`config.mk`:
```
export PLATFORM = sky130hd
export DESIGN_NAME = cpu_top
export DESIGN_NICKNAME = d
export VERILOG_FILES = /design/src/cpu_pkg.sv /design/src/alu_unit.sv /design/src/arch_register_file.sv /design/src/cpu_top.sv /design/src/inst_decoder.sv /design/src/multiplier.sv /design/src/reorder_buffer.sv
export VERILOG_INCLUDE_DIRS = /design/src
export SDC_FILE = /design/constraint.sdc
export NUM_CORES = 2
export LEC_CHECK = 0
export BUFFER_PORTS_ARGS = -buffer_cell sky130_fd_sc_hd__buf_2
export CORE_UTILIZATION = 28
export DETAILED_ROUTE_END_ITERATION = 10
export PLACE_DENSITY_LB_ADDON = 0.12
export SLEW_MARGIN = 25
export SYNTH_ARGS = -nofsm -noshare
export SYNTH_HDL_FRONTEND = slang
export SYNTH_SLANG_ARGS = --single-unit
```
`constraint.sdc`:
```
create_clock -name clk -period 9.15 [get_ports clk]
set_input_delay 1.3725 -clock clk [delete_from_list [all_inputs] [get_ports clk]]
set_output_delay 1.3725 -clock clk [all_outputs]
set_load 0.01 [all_outputs]
```
`src/cpu_consts.svh`:
```
`ifndef CPU_CONSTS_SVH
`define CPU_CONSTS_SVH

// datapath and register file
`define XLEN        32
`define REG_COUNT   32

// reorder buffer entries, kept a power of two so the pointers wrap
`define ROB_DEPTH   8

// shift-add iterations, one per multiplier bit
`define MUL_CYCLES  32

// accepted major opcodes
`define OPC_OP      7'b0110011 // register-register, incl. mul
`define OPC_OP_IMM  7'b0010011 // addi only

`endif

```
`src/cpu_pkg.sv`:
```
`include "cpu_consts.svh"

package cpu_pkg;

    typedef logic [`XLEN-1:0] word_t;

    typedef logic [$clog2(`REG_COUNT)-1:0] reg_idx_t;

    typedef logic [$clog2(`ROB_DEPTH)-1:0] rob_tag_t;

    // alu operation select
    typedef enum logic [3:0] {
        ALU_ADD = 4'd0,
        ALU_SUB = 4'd1,
        ALU_AND = 4'd2,
        ALU_OR  = 4'd3,
        ALU_XOR = 4'd4,
        ALU_SLL = 4'd5,
        ALU_SRL = 4'd6,
        ALU_SLT = 4'd7
    } alu_op_t;

    // iterative multiplier
    typedef enum logic [1:0] {
        MUL_IDLE = 2'd0,
        MUL_RUN  = 2'd1,
        MUL_DONE = 2'd2
    } mul_state_t;

endpackage

```
`src/alu_unit.sv`:
```
`timescale 1ns/1ps
`include "cpu_consts.svh"

module alu_unit (
    input  logic              clk,
    input  logic              rst,
    input  logic              alu_start,
    input  cpu_pkg::alu_op_t  alu_op,
    input  cpu_pkg::word_t    op_a,
    input  cpu_pkg::word_t    op_b,
    input  cpu_pkg::rob_tag_t issue_tag,
    output logic              alu_done,
    output cpu_pkg::rob_tag_t alu_tag,
    output cpu_pkg::word_t    alu_result
);
    logic [$clog2(`XLEN)-1:0] shamt;
    cpu_pkg::word_t result;

    assign shamt = op_b[$clog2(`XLEN)-1:0];

    always_comb begin
        case (alu_op)
            cpu_pkg::ALU_ADD: result = op_a + op_b;
            cpu_pkg::ALU_SUB: result = op_a - op_b;
            cpu_pkg::ALU_AND: result = op_a & op_b;
            cpu_pkg::ALU_OR:  result = op_a | op_b;
            cpu_pkg::ALU_XOR: result = op_a ^ op_b;
            cpu_pkg::ALU_SLL: result = op_a << shamt;
            cpu_pkg::ALU_SRL: result = op_a >> shamt;
            cpu_pkg::ALU_SLT: result = cpu_pkg::word_t'($signed(op_a) < $signed(op_b));
            default:          result = '0;
        endcase
    end

    always_ff @(posedge clk) begin
        if (rst)
            alu_done <= 1'b0;
        else
            alu_done <= alu_start;
    end

    always_ff @(posedge clk) begin
        if (alu_start) begin
            alu_tag    <= issue_tag;
            alu_result <= result;
        end
    end

endmodule

```
`src/arch_register_file.sv`:
```
`timescale 1ns/1ps
`include "cpu_consts.svh"

module arch_register_file (
    input  logic              clk,
    input  logic              rst,
    input  cpu_pkg::reg_idx_t rs1_idx,
    input  cpu_pkg::reg_idx_t rs2_idx,
    output cpu_pkg::word_t    rs1_data,
    output cpu_pkg::word_t    rs2_data,
    input  logic              commit_valid,
    input  cpu_pkg::reg_idx_t commit_rd,
    input  cpu_pkg::word_t    commit_value
);
    cpu_pkg::word_t regs [`REG_COUNT];

    assign rs1_data = regs[rs1_idx];
    assign rs2_data = regs[rs2_idx];

    always_ff @(posedge clk) begin
        if (rst) begin
            for (int i = 0; i < `REG_COUNT; i++)
                regs[i] <= '0;
        end else if (commit_valid && commit_rd != '0) begin
            regs[commit_rd] <= commit_value; // x0 stays zero
        end
    end

endmodule

```
`src/cpu_top.sv`:
```
`timescale 1ns/1ps
`include "cpu_consts.svh"

module cpu_top (
    input  logic              clk,
    input  logic              rst,
    input  logic              inst_valid,
    input  cpu_pkg::word_t    inst,
    output logic              stall,
    output logic              commit_valid,
    output cpu_pkg::reg_idx_t commit_rd,
    output cpu_pkg::word_t    commit_value
);
    cpu_pkg::reg_idx_t rs1_idx;
    cpu_pkg::reg_idx_t rs2_idx;
    cpu_pkg::word_t    rs1_data;
    cpu_pkg::word_t    rs2_data;

    // issue side
    logic              issue_valid;
    cpu_pkg::reg_idx_t issue_rd;
    cpu_pkg::rob_tag_t issue_tag;
    cpu_pkg::rob_tag_t alloc_tag;
    logic              rob_full;
    logic              alu_start;
    cpu_pkg::alu_op_t  alu_op;
    logic              mul_start;
    logic              mul_busy;
    cpu_pkg::word_t    op_a;
    cpu_pkg::word_t    op_b;

    // completion side
    logic              alu_done;
    cpu_pkg::rob_tag_t alu_tag;
    cpu_pkg::word_t    alu_result;
    logic              mul_done;
    cpu_pkg::rob_tag_t mul_tag;
    cpu_pkg::word_t    mul_result;

    inst_decoder u_decoder (
        .clk(clk), .rst(rst),
        .inst_valid(inst_valid), .inst(inst),
        .rob_full(rob_full), .mul_busy(mul_busy), .alloc_tag(alloc_tag),
        .retire_valid(commit_valid), .retire_rd(commit_rd), // commit doubles as retire
        .rs1_idx(rs1_idx), .rs2_idx(rs2_idx), .rs1_data(rs1_data), .rs2_data(rs2_data),
        .stall(stall), .issue_valid(issue_valid), .issue_rd(issue_rd),
        .alu_start(alu_start), .alu_op(alu_op), .mul_start(mul_start),
        .op_a(op_a), .op_b(op_b), .issue_tag(issue_tag)
    );

    alu_unit u_alu (
        .clk(clk), .rst(rst),
        .alu_start(alu_start), .alu_op(alu_op), .op_a(op_a), .op_b(op_b),
        .issue_tag(issue_tag),
        .alu_done(alu_done), .alu_tag(alu_tag), .alu_result(alu_result)
    );

    multiplier u_mul (
        .clk(clk), .rst(rst),
        .mul_start(mul_start), .op_a(op_a), .op_b(op_b), .issue_tag(issue_tag),
        .mul_busy(mul_busy), .mul_done(mul_done), .mul_tag(mul_tag), .mul_result(mul_result)
    );

    reorder_buffer u_rob (
        .clk(clk), .rst(rst),
        .issue_valid(issue_valid), .issue_rd(issue_rd),
        .alloc_tag(alloc_tag), .rob_full(rob_full),
        .alu_done(alu_done), .alu_tag(alu_tag), .alu_result(alu_result),
        .mul_done(mul_done), .mul_tag(mul_tag), .mul_result(mul_result),
        .commit_valid(commit_valid), .commit_rd(commit_rd), .commit_value(commit_value)
    );

    arch_register_file u_regfile (
        .clk(clk), .rst(rst),
        .rs1_idx(rs1_idx), .rs2_idx(rs2_idx), .rs1_data(rs1_data), .rs2_data(rs2_data),
        .commit_valid(commit_valid), .commit_rd(commit_rd), .commit_value(commit_value)
    );

endmodule

```
`src/inst_decoder.sv`:
```
`timescale 1ns/1ps
`include "cpu_consts.svh"

module inst_decoder (
    input  logic              clk,
    input  logic              rst,
    input  logic              inst_valid,
    input  cpu_pkg::word_t    inst,
    input  logic              rob_full,
    input  logic              mul_busy,
    input  cpu_pkg::rob_tag_t alloc_tag,
    input  logic              retire_valid,
    input  cpu_pkg::reg_idx_t retire_rd,
    output cpu_pkg::reg_idx_t rs1_idx,
    output cpu_pkg::reg_idx_t rs2_idx,
    input  cpu_pkg::word_t    rs1_data,
    input  cpu_pkg::word_t    rs2_data,
    output logic              stall,
    output logic              issue_valid,
    output cpu_pkg::reg_idx_t issue_rd,
    output logic              alu_start,
    output cpu_pkg::alu_op_t  alu_op,
    output logic              mul_start,
    output cpu_pkg::word_t    op_a,
    output cpu_pkg::word_t    op_b,
    output cpu_pkg::rob_tag_t issue_tag
);
    logic [6:0] opcode;
    logic [2:0] funct3;
    logic [6:0] funct7;
    cpu_pkg::word_t imm_i;
    logic is_op;
    logic is_mul;
    logic known;
    logic hazard;
    logic [`REG_COUNT-1:0] pending; // one bit per arch reg, x0 never set

    assign opcode   = inst[6:0];
    assign issue_rd = inst[11:7];
    assign funct3   = inst[14:12];
    assign rs1_idx  = inst[19:15];
    assign rs2_idx  = inst[24:20];
    assign funct7   = inst[31:25];
    assign imm_i    = {{(`XLEN-12){inst[31]}}, inst[31:20]};

    assign is_op = (opcode == `OPC_OP);

    always_comb begin
        alu_op = cpu_pkg::ALU_ADD;
        is_mul = 1'b0;
        known  = 1'b0;
        if (is_op) begin
            known = 1'b1;
            case ({funct7, funct3})
                {7'b0000000, 3'b000}: alu_op = cpu_pkg::ALU_ADD;
                {7'b0100000, 3'b000}: alu_op = cpu_pkg::ALU_SUB;
                {7'b0000000, 3'b111}: alu_op = cpu_pkg::ALU_AND;
                {7'b0000000, 3'b110}: alu_op = cpu_pkg::ALU_OR;
                {7'b0000000, 3'b100}: alu_op = cpu_pkg::ALU_XOR;
                {7'b0000000, 3'b001}: alu_op = cpu_pkg::ALU_SLL;
                {7'b0000000, 3'b101}: alu_op = cpu_pkg::ALU_SRL;
                {7'b0000000, 3'b010}: alu_op = cpu_pkg::ALU_SLT;
                {7'b0000001, 3'b000}: is_mul = 1'b1; // low word only
                default:              known  = 1'b0;
            endcase
        end else if (opcode == `OPC_OP_IMM && funct3 == 3'b000) begin
            known = 1'b1; // addi
        end
    end

    // raw on sources, waw on rd; addi has no rs2
    assign hazard = pending[rs1_idx] | (is_op & pending[rs2_idx]) | pending[issue_rd];

    // unknown words never stall, they are taken and dropped
    assign stall       = inst_valid & known & (rob_full | hazard | (is_mul & mul_busy));
    assign issue_valid = inst_valid & known & ~stall;
    assign alu_start   = issue_valid & ~is_mul;
    assign mul_start   = issue_valid & is_mul;

    assign op_a      = rs1_data;
    assign op_b      = is_op ? rs2_data : imm_i;
    assign issue_tag = alloc_tag;

    always_ff @(posedge clk) begin
        if (rst) begin
            pending <= '0;
        end else begin
            if (retire_valid)
                pending[retire_rd] <= 1'b0;
            if (issue_valid && issue_rd != '0)
                pending[issue_rd] <= 1'b1; // rd is free here, so no clash with retire
        end
    end

endmodule

```
`src/multiplier.sv`:
```
`timescale 1ns/1ps
`include "cpu_consts.svh"

module multiplier (
    input  logic              clk,
    input  logic              rst,
    input  logic              mul_start,
    input  cpu_pkg::word_t    op_a,
    input  cpu_pkg::word_t    op_b,
    input  cpu_pkg::rob_tag_t issue_tag,
    output logic              mul_busy,
    output logic              mul_done,
    output cpu_pkg::rob_tag_t mul_tag,
    output cpu_pkg::word_t    mul_result
);
    cpu_pkg::mul_state_t state;
    cpu_pkg::word_t mcand; // shifted left each step
    cpu_pkg::word_t mplier; // shifted right, lsb picks the add
    logic [$clog2(`MUL_CYCLES)-1:0] iter;

    assign mul_busy = (state != cpu_pkg::MUL_IDLE);
    assign mul_done = (state == cpu_pkg::MUL_DONE);

    always_ff @(posedge clk) begin
        if (rst) begin
            state <= cpu_pkg::MUL_IDLE;
        end else begin
            case (state)
                cpu_pkg::MUL_IDLE: if (mul_start) state <= cpu_pkg::MUL_RUN;
                cpu_pkg::MUL_RUN: begin
                    if (iter == ($clog2(`MUL_CYCLES))'(`MUL_CYCLES - 1))
                        state <= cpu_pkg::MUL_DONE;
                end
                default: state <= cpu_pkg::MUL_IDLE; // done lasts one cycle
            endcase
        end
    end

    always_ff @(posedge clk) begin
        if (state == cpu_pkg::MUL_IDLE && mul_start) begin
            mcand      <= op_a;
            mplier     <= op_b;
            mul_tag    <= issue_tag;
            mul_result <= '0;
            iter       <= '0;
        end else if (state == cpu_pkg::MUL_RUN) begin
            if (mplier[0])
                mul_result <= mul_result + mcand;
            mcand  <= mcand << 1;
            mplier <= mplier >> 1;
            iter   <= iter + 1'b1;
        end
    end

endmodule

```
`src/reorder_buffer.sv`:
```
`timescale 1ns/1ps
`include "cpu_consts.svh"

module reorder_buffer (
    input  logic              clk,
    input  logic              rst,
    input  logic              issue_valid,
    input  cpu_pkg::reg_idx_t issue_rd,
    output cpu_pkg::rob_tag_t alloc_tag,
    output logic              rob_full,
    input  logic              alu_done,
    input  cpu_pkg::rob_tag_t alu_tag,
    input  cpu_pkg::word_t    alu_result,
    input  logic              mul_done,
    input  cpu_pkg::rob_tag_t mul_tag,
    input  cpu_pkg::word_t    mul_result,
    output logic              commit_valid,
    output cpu_pkg::reg_idx_t commit_rd,
    output cpu_pkg::word_t    commit_value
);
    cpu_pkg::reg_idx_t rd_q  [`ROB_DEPTH];
    cpu_pkg::word_t    val_q [`ROB_DEPTH];
    logic [`ROB_DEPTH-1:0] done_q;

    cpu_pkg::rob_tag_t head;
    cpu_pkg::rob_tag_t tail;
    logic [$clog2(`ROB_DEPTH):0] count;
    logic retire;

    assign alloc_tag = tail;
    assign rob_full  = (count == ($clog2(`ROB_DEPTH)+1)'(`ROB_DEPTH));
    assign retire    = (count != '0) && done_q[head];

    // control state
    always_ff @(posedge clk) begin
        if (rst) begin
            head         <= '0;
            tail         <= '0;
            count        <= '0;
            done_q       <= '0;
            commit_valid <= 1'b0;
        end else begin
            commit_valid <= retire;
            if (alu_done)
                done_q[alu_tag] <= 1'b1;
            if (mul_done)
                done_q[mul_tag] <= 1'b1;
            if (retire) begin
                done_q[head] <= 1'b0;
                head         <= head + 1'b1; // wraps, depth is a power of two
            end
            if (issue_valid) begin
                done_q[tail] <= 1'b0;
                tail         <= tail + 1'b1;
            end
            case ({issue_valid, retire})
                2'b10:   count <= count + 1'b1;
                2'b01:   count <= count - 1'b1;
                default: count <= count;
            endcase
        end
    end

    // payload, no reset
    always_ff @(posedge clk) begin
        if (issue_valid)
            rd_q[tail] <= issue_rd;
        if (alu_done)
            val_q[alu_tag] <= alu_result;
        if (mul_done)
            val_q[mul_tag] <= mul_result;
        if (retire) begin
            commit_rd    <= rd_q[head];
            commit_value <= val_q[head];
        end
    end

endmodule

```
==> out/metrics.yaml <==
cts_root_buf: "clkbuf_16"
syn_to_final_growth_pct: 14.1
critPathKind: "in -> reg"
grt_setup_unrepaired: "no"
clock_skew_ns: 0.133
ys_seq_elements: 1550
grt_max_degree: 82
tns_ns: 0
place_ws_ns: 0.930
final-hold-violation-count: 0
worstReg2RegEnd: "u_alu.alu_result[30]"
postCtsHoldBufs: 0
viasPerCell: 5.69
netlist_area_um2: 88100
cap_violations: 0
die_x_um: 563
grtUsageTotal_pct: 25.7
leakage_nw: 36.0
cts_made_buffers: 194
antenna_found_initial: 50
cts_tree: "yes"
nets: 6955
hp-class: "reg -> reg"
regToRegSetupSlack_ns: 2.50
hold_start: "u_rob.done_q[7]"
cellPowerDensity_nw_per_um2: 180
chipHeight_um: 563
io_pins: 74
core_um2: 312000
vias: 63200
routabilityCongestion: 0.967
netlist_instances: 6744
setup_viol: 0
avgSynthCellArea_um2: 13.1
status: "finished clean"
post-route-period-util_pct: 83.6
synth_edf_count: 1459
r2r-start: "u_regfile.regs[6][0]"
tightest_slew_ns: 1.15
post-route-drc-count: 0
reg2reg_depth: 20
maxSlewViolCount: 0
clk_path_buf_depth: 4
cts_resized: 0
finalWorstSetupSlack_ns: 1.50
wl_per_cell_um: 37.4
grt_pass1_wl_um: 558000
peakVddDrop_mv: 0.155
dr.pass1.iters: 7
max-slew-margin-rel_pct: 23.1
period_needed_ns: 7.65
num_rows: 205
port_buffers: 73
overflow: 0
dieArea_um2: 317000
start_util_pct: 28.2
wirelength_um: 415000
clock-sinks: 1550
synth_ff_type: "edfxtp_1"
ys_async_sr_fraction_pct: 0
worstPathArrival_ns: 8.23
cp.required_ns: 9.74
clk_latency_ns: 0.93
synth_cell_types: 104
dp_hpwl_um: 268000
grt_pass1_vias: 61700
max_freq_mhz: 131
clk_pin_slew_worst_paths_ns: 0.07
h-tree-depth: 4
postCtsSetupBuffers: 0
crit_path_start_kind: "input port"
endpoint_kind: "flip-flop"
yosysSeqAreaShare_pct: 51.8
drive_gt1_share_pct: 23.1
hold_path_end: "u_rob.done_q[7]"
whs_path_depth: 2
worst-path-max-fanout: 58
yosysWarningCount: 0
ant_nets: 0
drt-initial-drc-count: 8581
-- through the flow --
step | hold slack, ns | std cells | util [%] | total power [W] | cell area [um^2]
after floorplan | 0.463 | 6775 | - | 0.00944 | 88300
after global placement | 0.480 | 10700 | 30.2 | 0.0105 | 94300
after detailed placement | 0.481 | 10700 | 30.2 | 0.0105 | 94400
after CTS | 0.496 | 11100 | 32.2 | 0.0182 | 101000
after global routing | 0.523 | 11100 | 32.2 | 0.0185 | 101000
final | 0.494 | 11100 | 32.2 | 0.0181 | 101000
-- state kept, by name, summed over array words and instances (netlist names) --
register and flops:
u_rob.count 4, u_regfile.regs 1024, u_alu.alu_result 32, u_alu.alu_tag 3, u_alu.alu_done 1, u_mul.state 2
u_decoder.pending 32, u_mul.mul_result 32, u_rob.alloc_tag 3, u_mul.iter 5, u_mul.mcand 32, u_rob.val_q 256
u_mul.mplier 32, u_rob.commit_value 32, u_mul.mul_tag 3, u_rob.commit_valid 1, u_rob.rd_q 40, u_rob.head 3
u_rob.commit_rd 5, u_rob.done_q 8
-- cells in the final DEF (no fill, tap or decap), types with 28 or more instances in the layout --
master     count
a211oi_1      28
and2_1      1006
o21ai_0      183
nand2b_1      29
a21o_1        34
a22oi_1      109
a21oi_1      189
inv_1        111
nor2_1       243
mux2i_1      512
a31oi_1       36
mux2_2       309
nand3_1      122
nor3_1        55
edfxtp_1    1459
ha_1         136
o22ai_1      131
nor4_1        37
clkbuf_1      45
clkbuf_16    198
nor2_4        37
nor2b_1       32
nand2_1      311
clkinv_2      28
buf_2         66
diode_2       32
buf_4        294
conb_1        32
clkinv_1      43
mux4_2       483
dfxtp_1       88
-- worst max-delay path by stage --
| stage | from | slack [ns] | cells after the start | end |
|---|---|---|---|---|
| global placement | inst[20] | 0.81 | 18 | u_alu.alu_result[30] |
| detailed placement | inst[20] | 0.93 | 19 | u_alu.alu_result[30] |
| finish | inst[20] | 1.50 | 17 | u_alu.alu_result[30] |
| global route | inst[20] | 1.35 | 17 | u_alu.alu_result[30] |
| floorplan | inst[21] | 1.96 | 23 | u_alu.alu_result[30] |
| CTS | inst[20] | 1.82 | 19 | u_alu.alu_result[30] |
-- logic make-up after synthesis --
family | synth area share, %
DFF | 51.8
muxes | 22.2
other | 0.00425
and+or+nand+nor | 12.8
AOI/OAI and AO/OA | 7.26
adders and majority gates | 2.02
buffers and inverters | 3.54
xor gates and xnor gates | 0.378
-- metal layers --
metal | up-vias | GRT usage, % | routed length (um)
li1 | 25900 | - | -
met1 | 33400 | 36.0 | 180000
met2 | 3303 | 39.8 | 187000
met3 | 609 | 4.49 | 32900
met4 | 2 | 8.82 | 15700
met5 | - | 0 | 13
-- cell usage after synthesis, types with 34 or more instances --
library cell  number  area [um^2]
edfxtp_1        1459        43800
and2_1          1010         6320
mux2i_1          512         5120
mux4_2           483        10900
clkbuf_1         370         1390
nand2_1          317         1190
mux2_2           309         3480
nor2_1           282         1060
a21oi_1          190          951
o21ai_0          185          926
ha_1             136         1700
o22ai_1          131          820
nand3_1          124          621
inv_1            111          417
a22oi_1          109          818
buf_2             96          480
dfxtp_1           91         1820
nor3_1            57          285
a31oi_1           44          275
nor4_1            38          238
buf_1             37          139
buf_4             36          270
a21o_1            34          255
nor2b_1           34          213
-- worst max-delay path: stages --
cell	delay, ns
buf_8	0.52
buf_12	0.44
mux4_2	0.59
mux4_2	0.48
nand2_1	0.08
a31oi_1	0.14
ha_1	0.34
or4_1	0.56
o2111ai_1	0.36
a2111oi_0	0.24
o41ai_1	0.98
o221ai_1	0.38
buf_4	0.25
a221oi_1	0.33
mux2i_1	0.23
nand3_1	0.09
or4_1	0.54
-- cell type report --
cell class	instances	area (um^2)
clock inverters	99	938
clock buffers	246	5160
inverters	118	450
multi-input cells	4536	40200
well taps	4140	5180
repair buffers	380	2910
fillers	30900	212000
flip-flops and latches	1550	45600
diodes	32	80.1
-- report_power, final --
group / total (W) / internal, W / leakage, nW / switching (W)
Combinational: 0.00239 / 0.000776 / 17.9 / 0.00161
Sequential: 0.00801 / 0.00790 / 15.2 / 0.000115
Clock: 0.00770 / 0.00445 / 2.98 / 0.00325
Power figures use the tool's default switching activity.
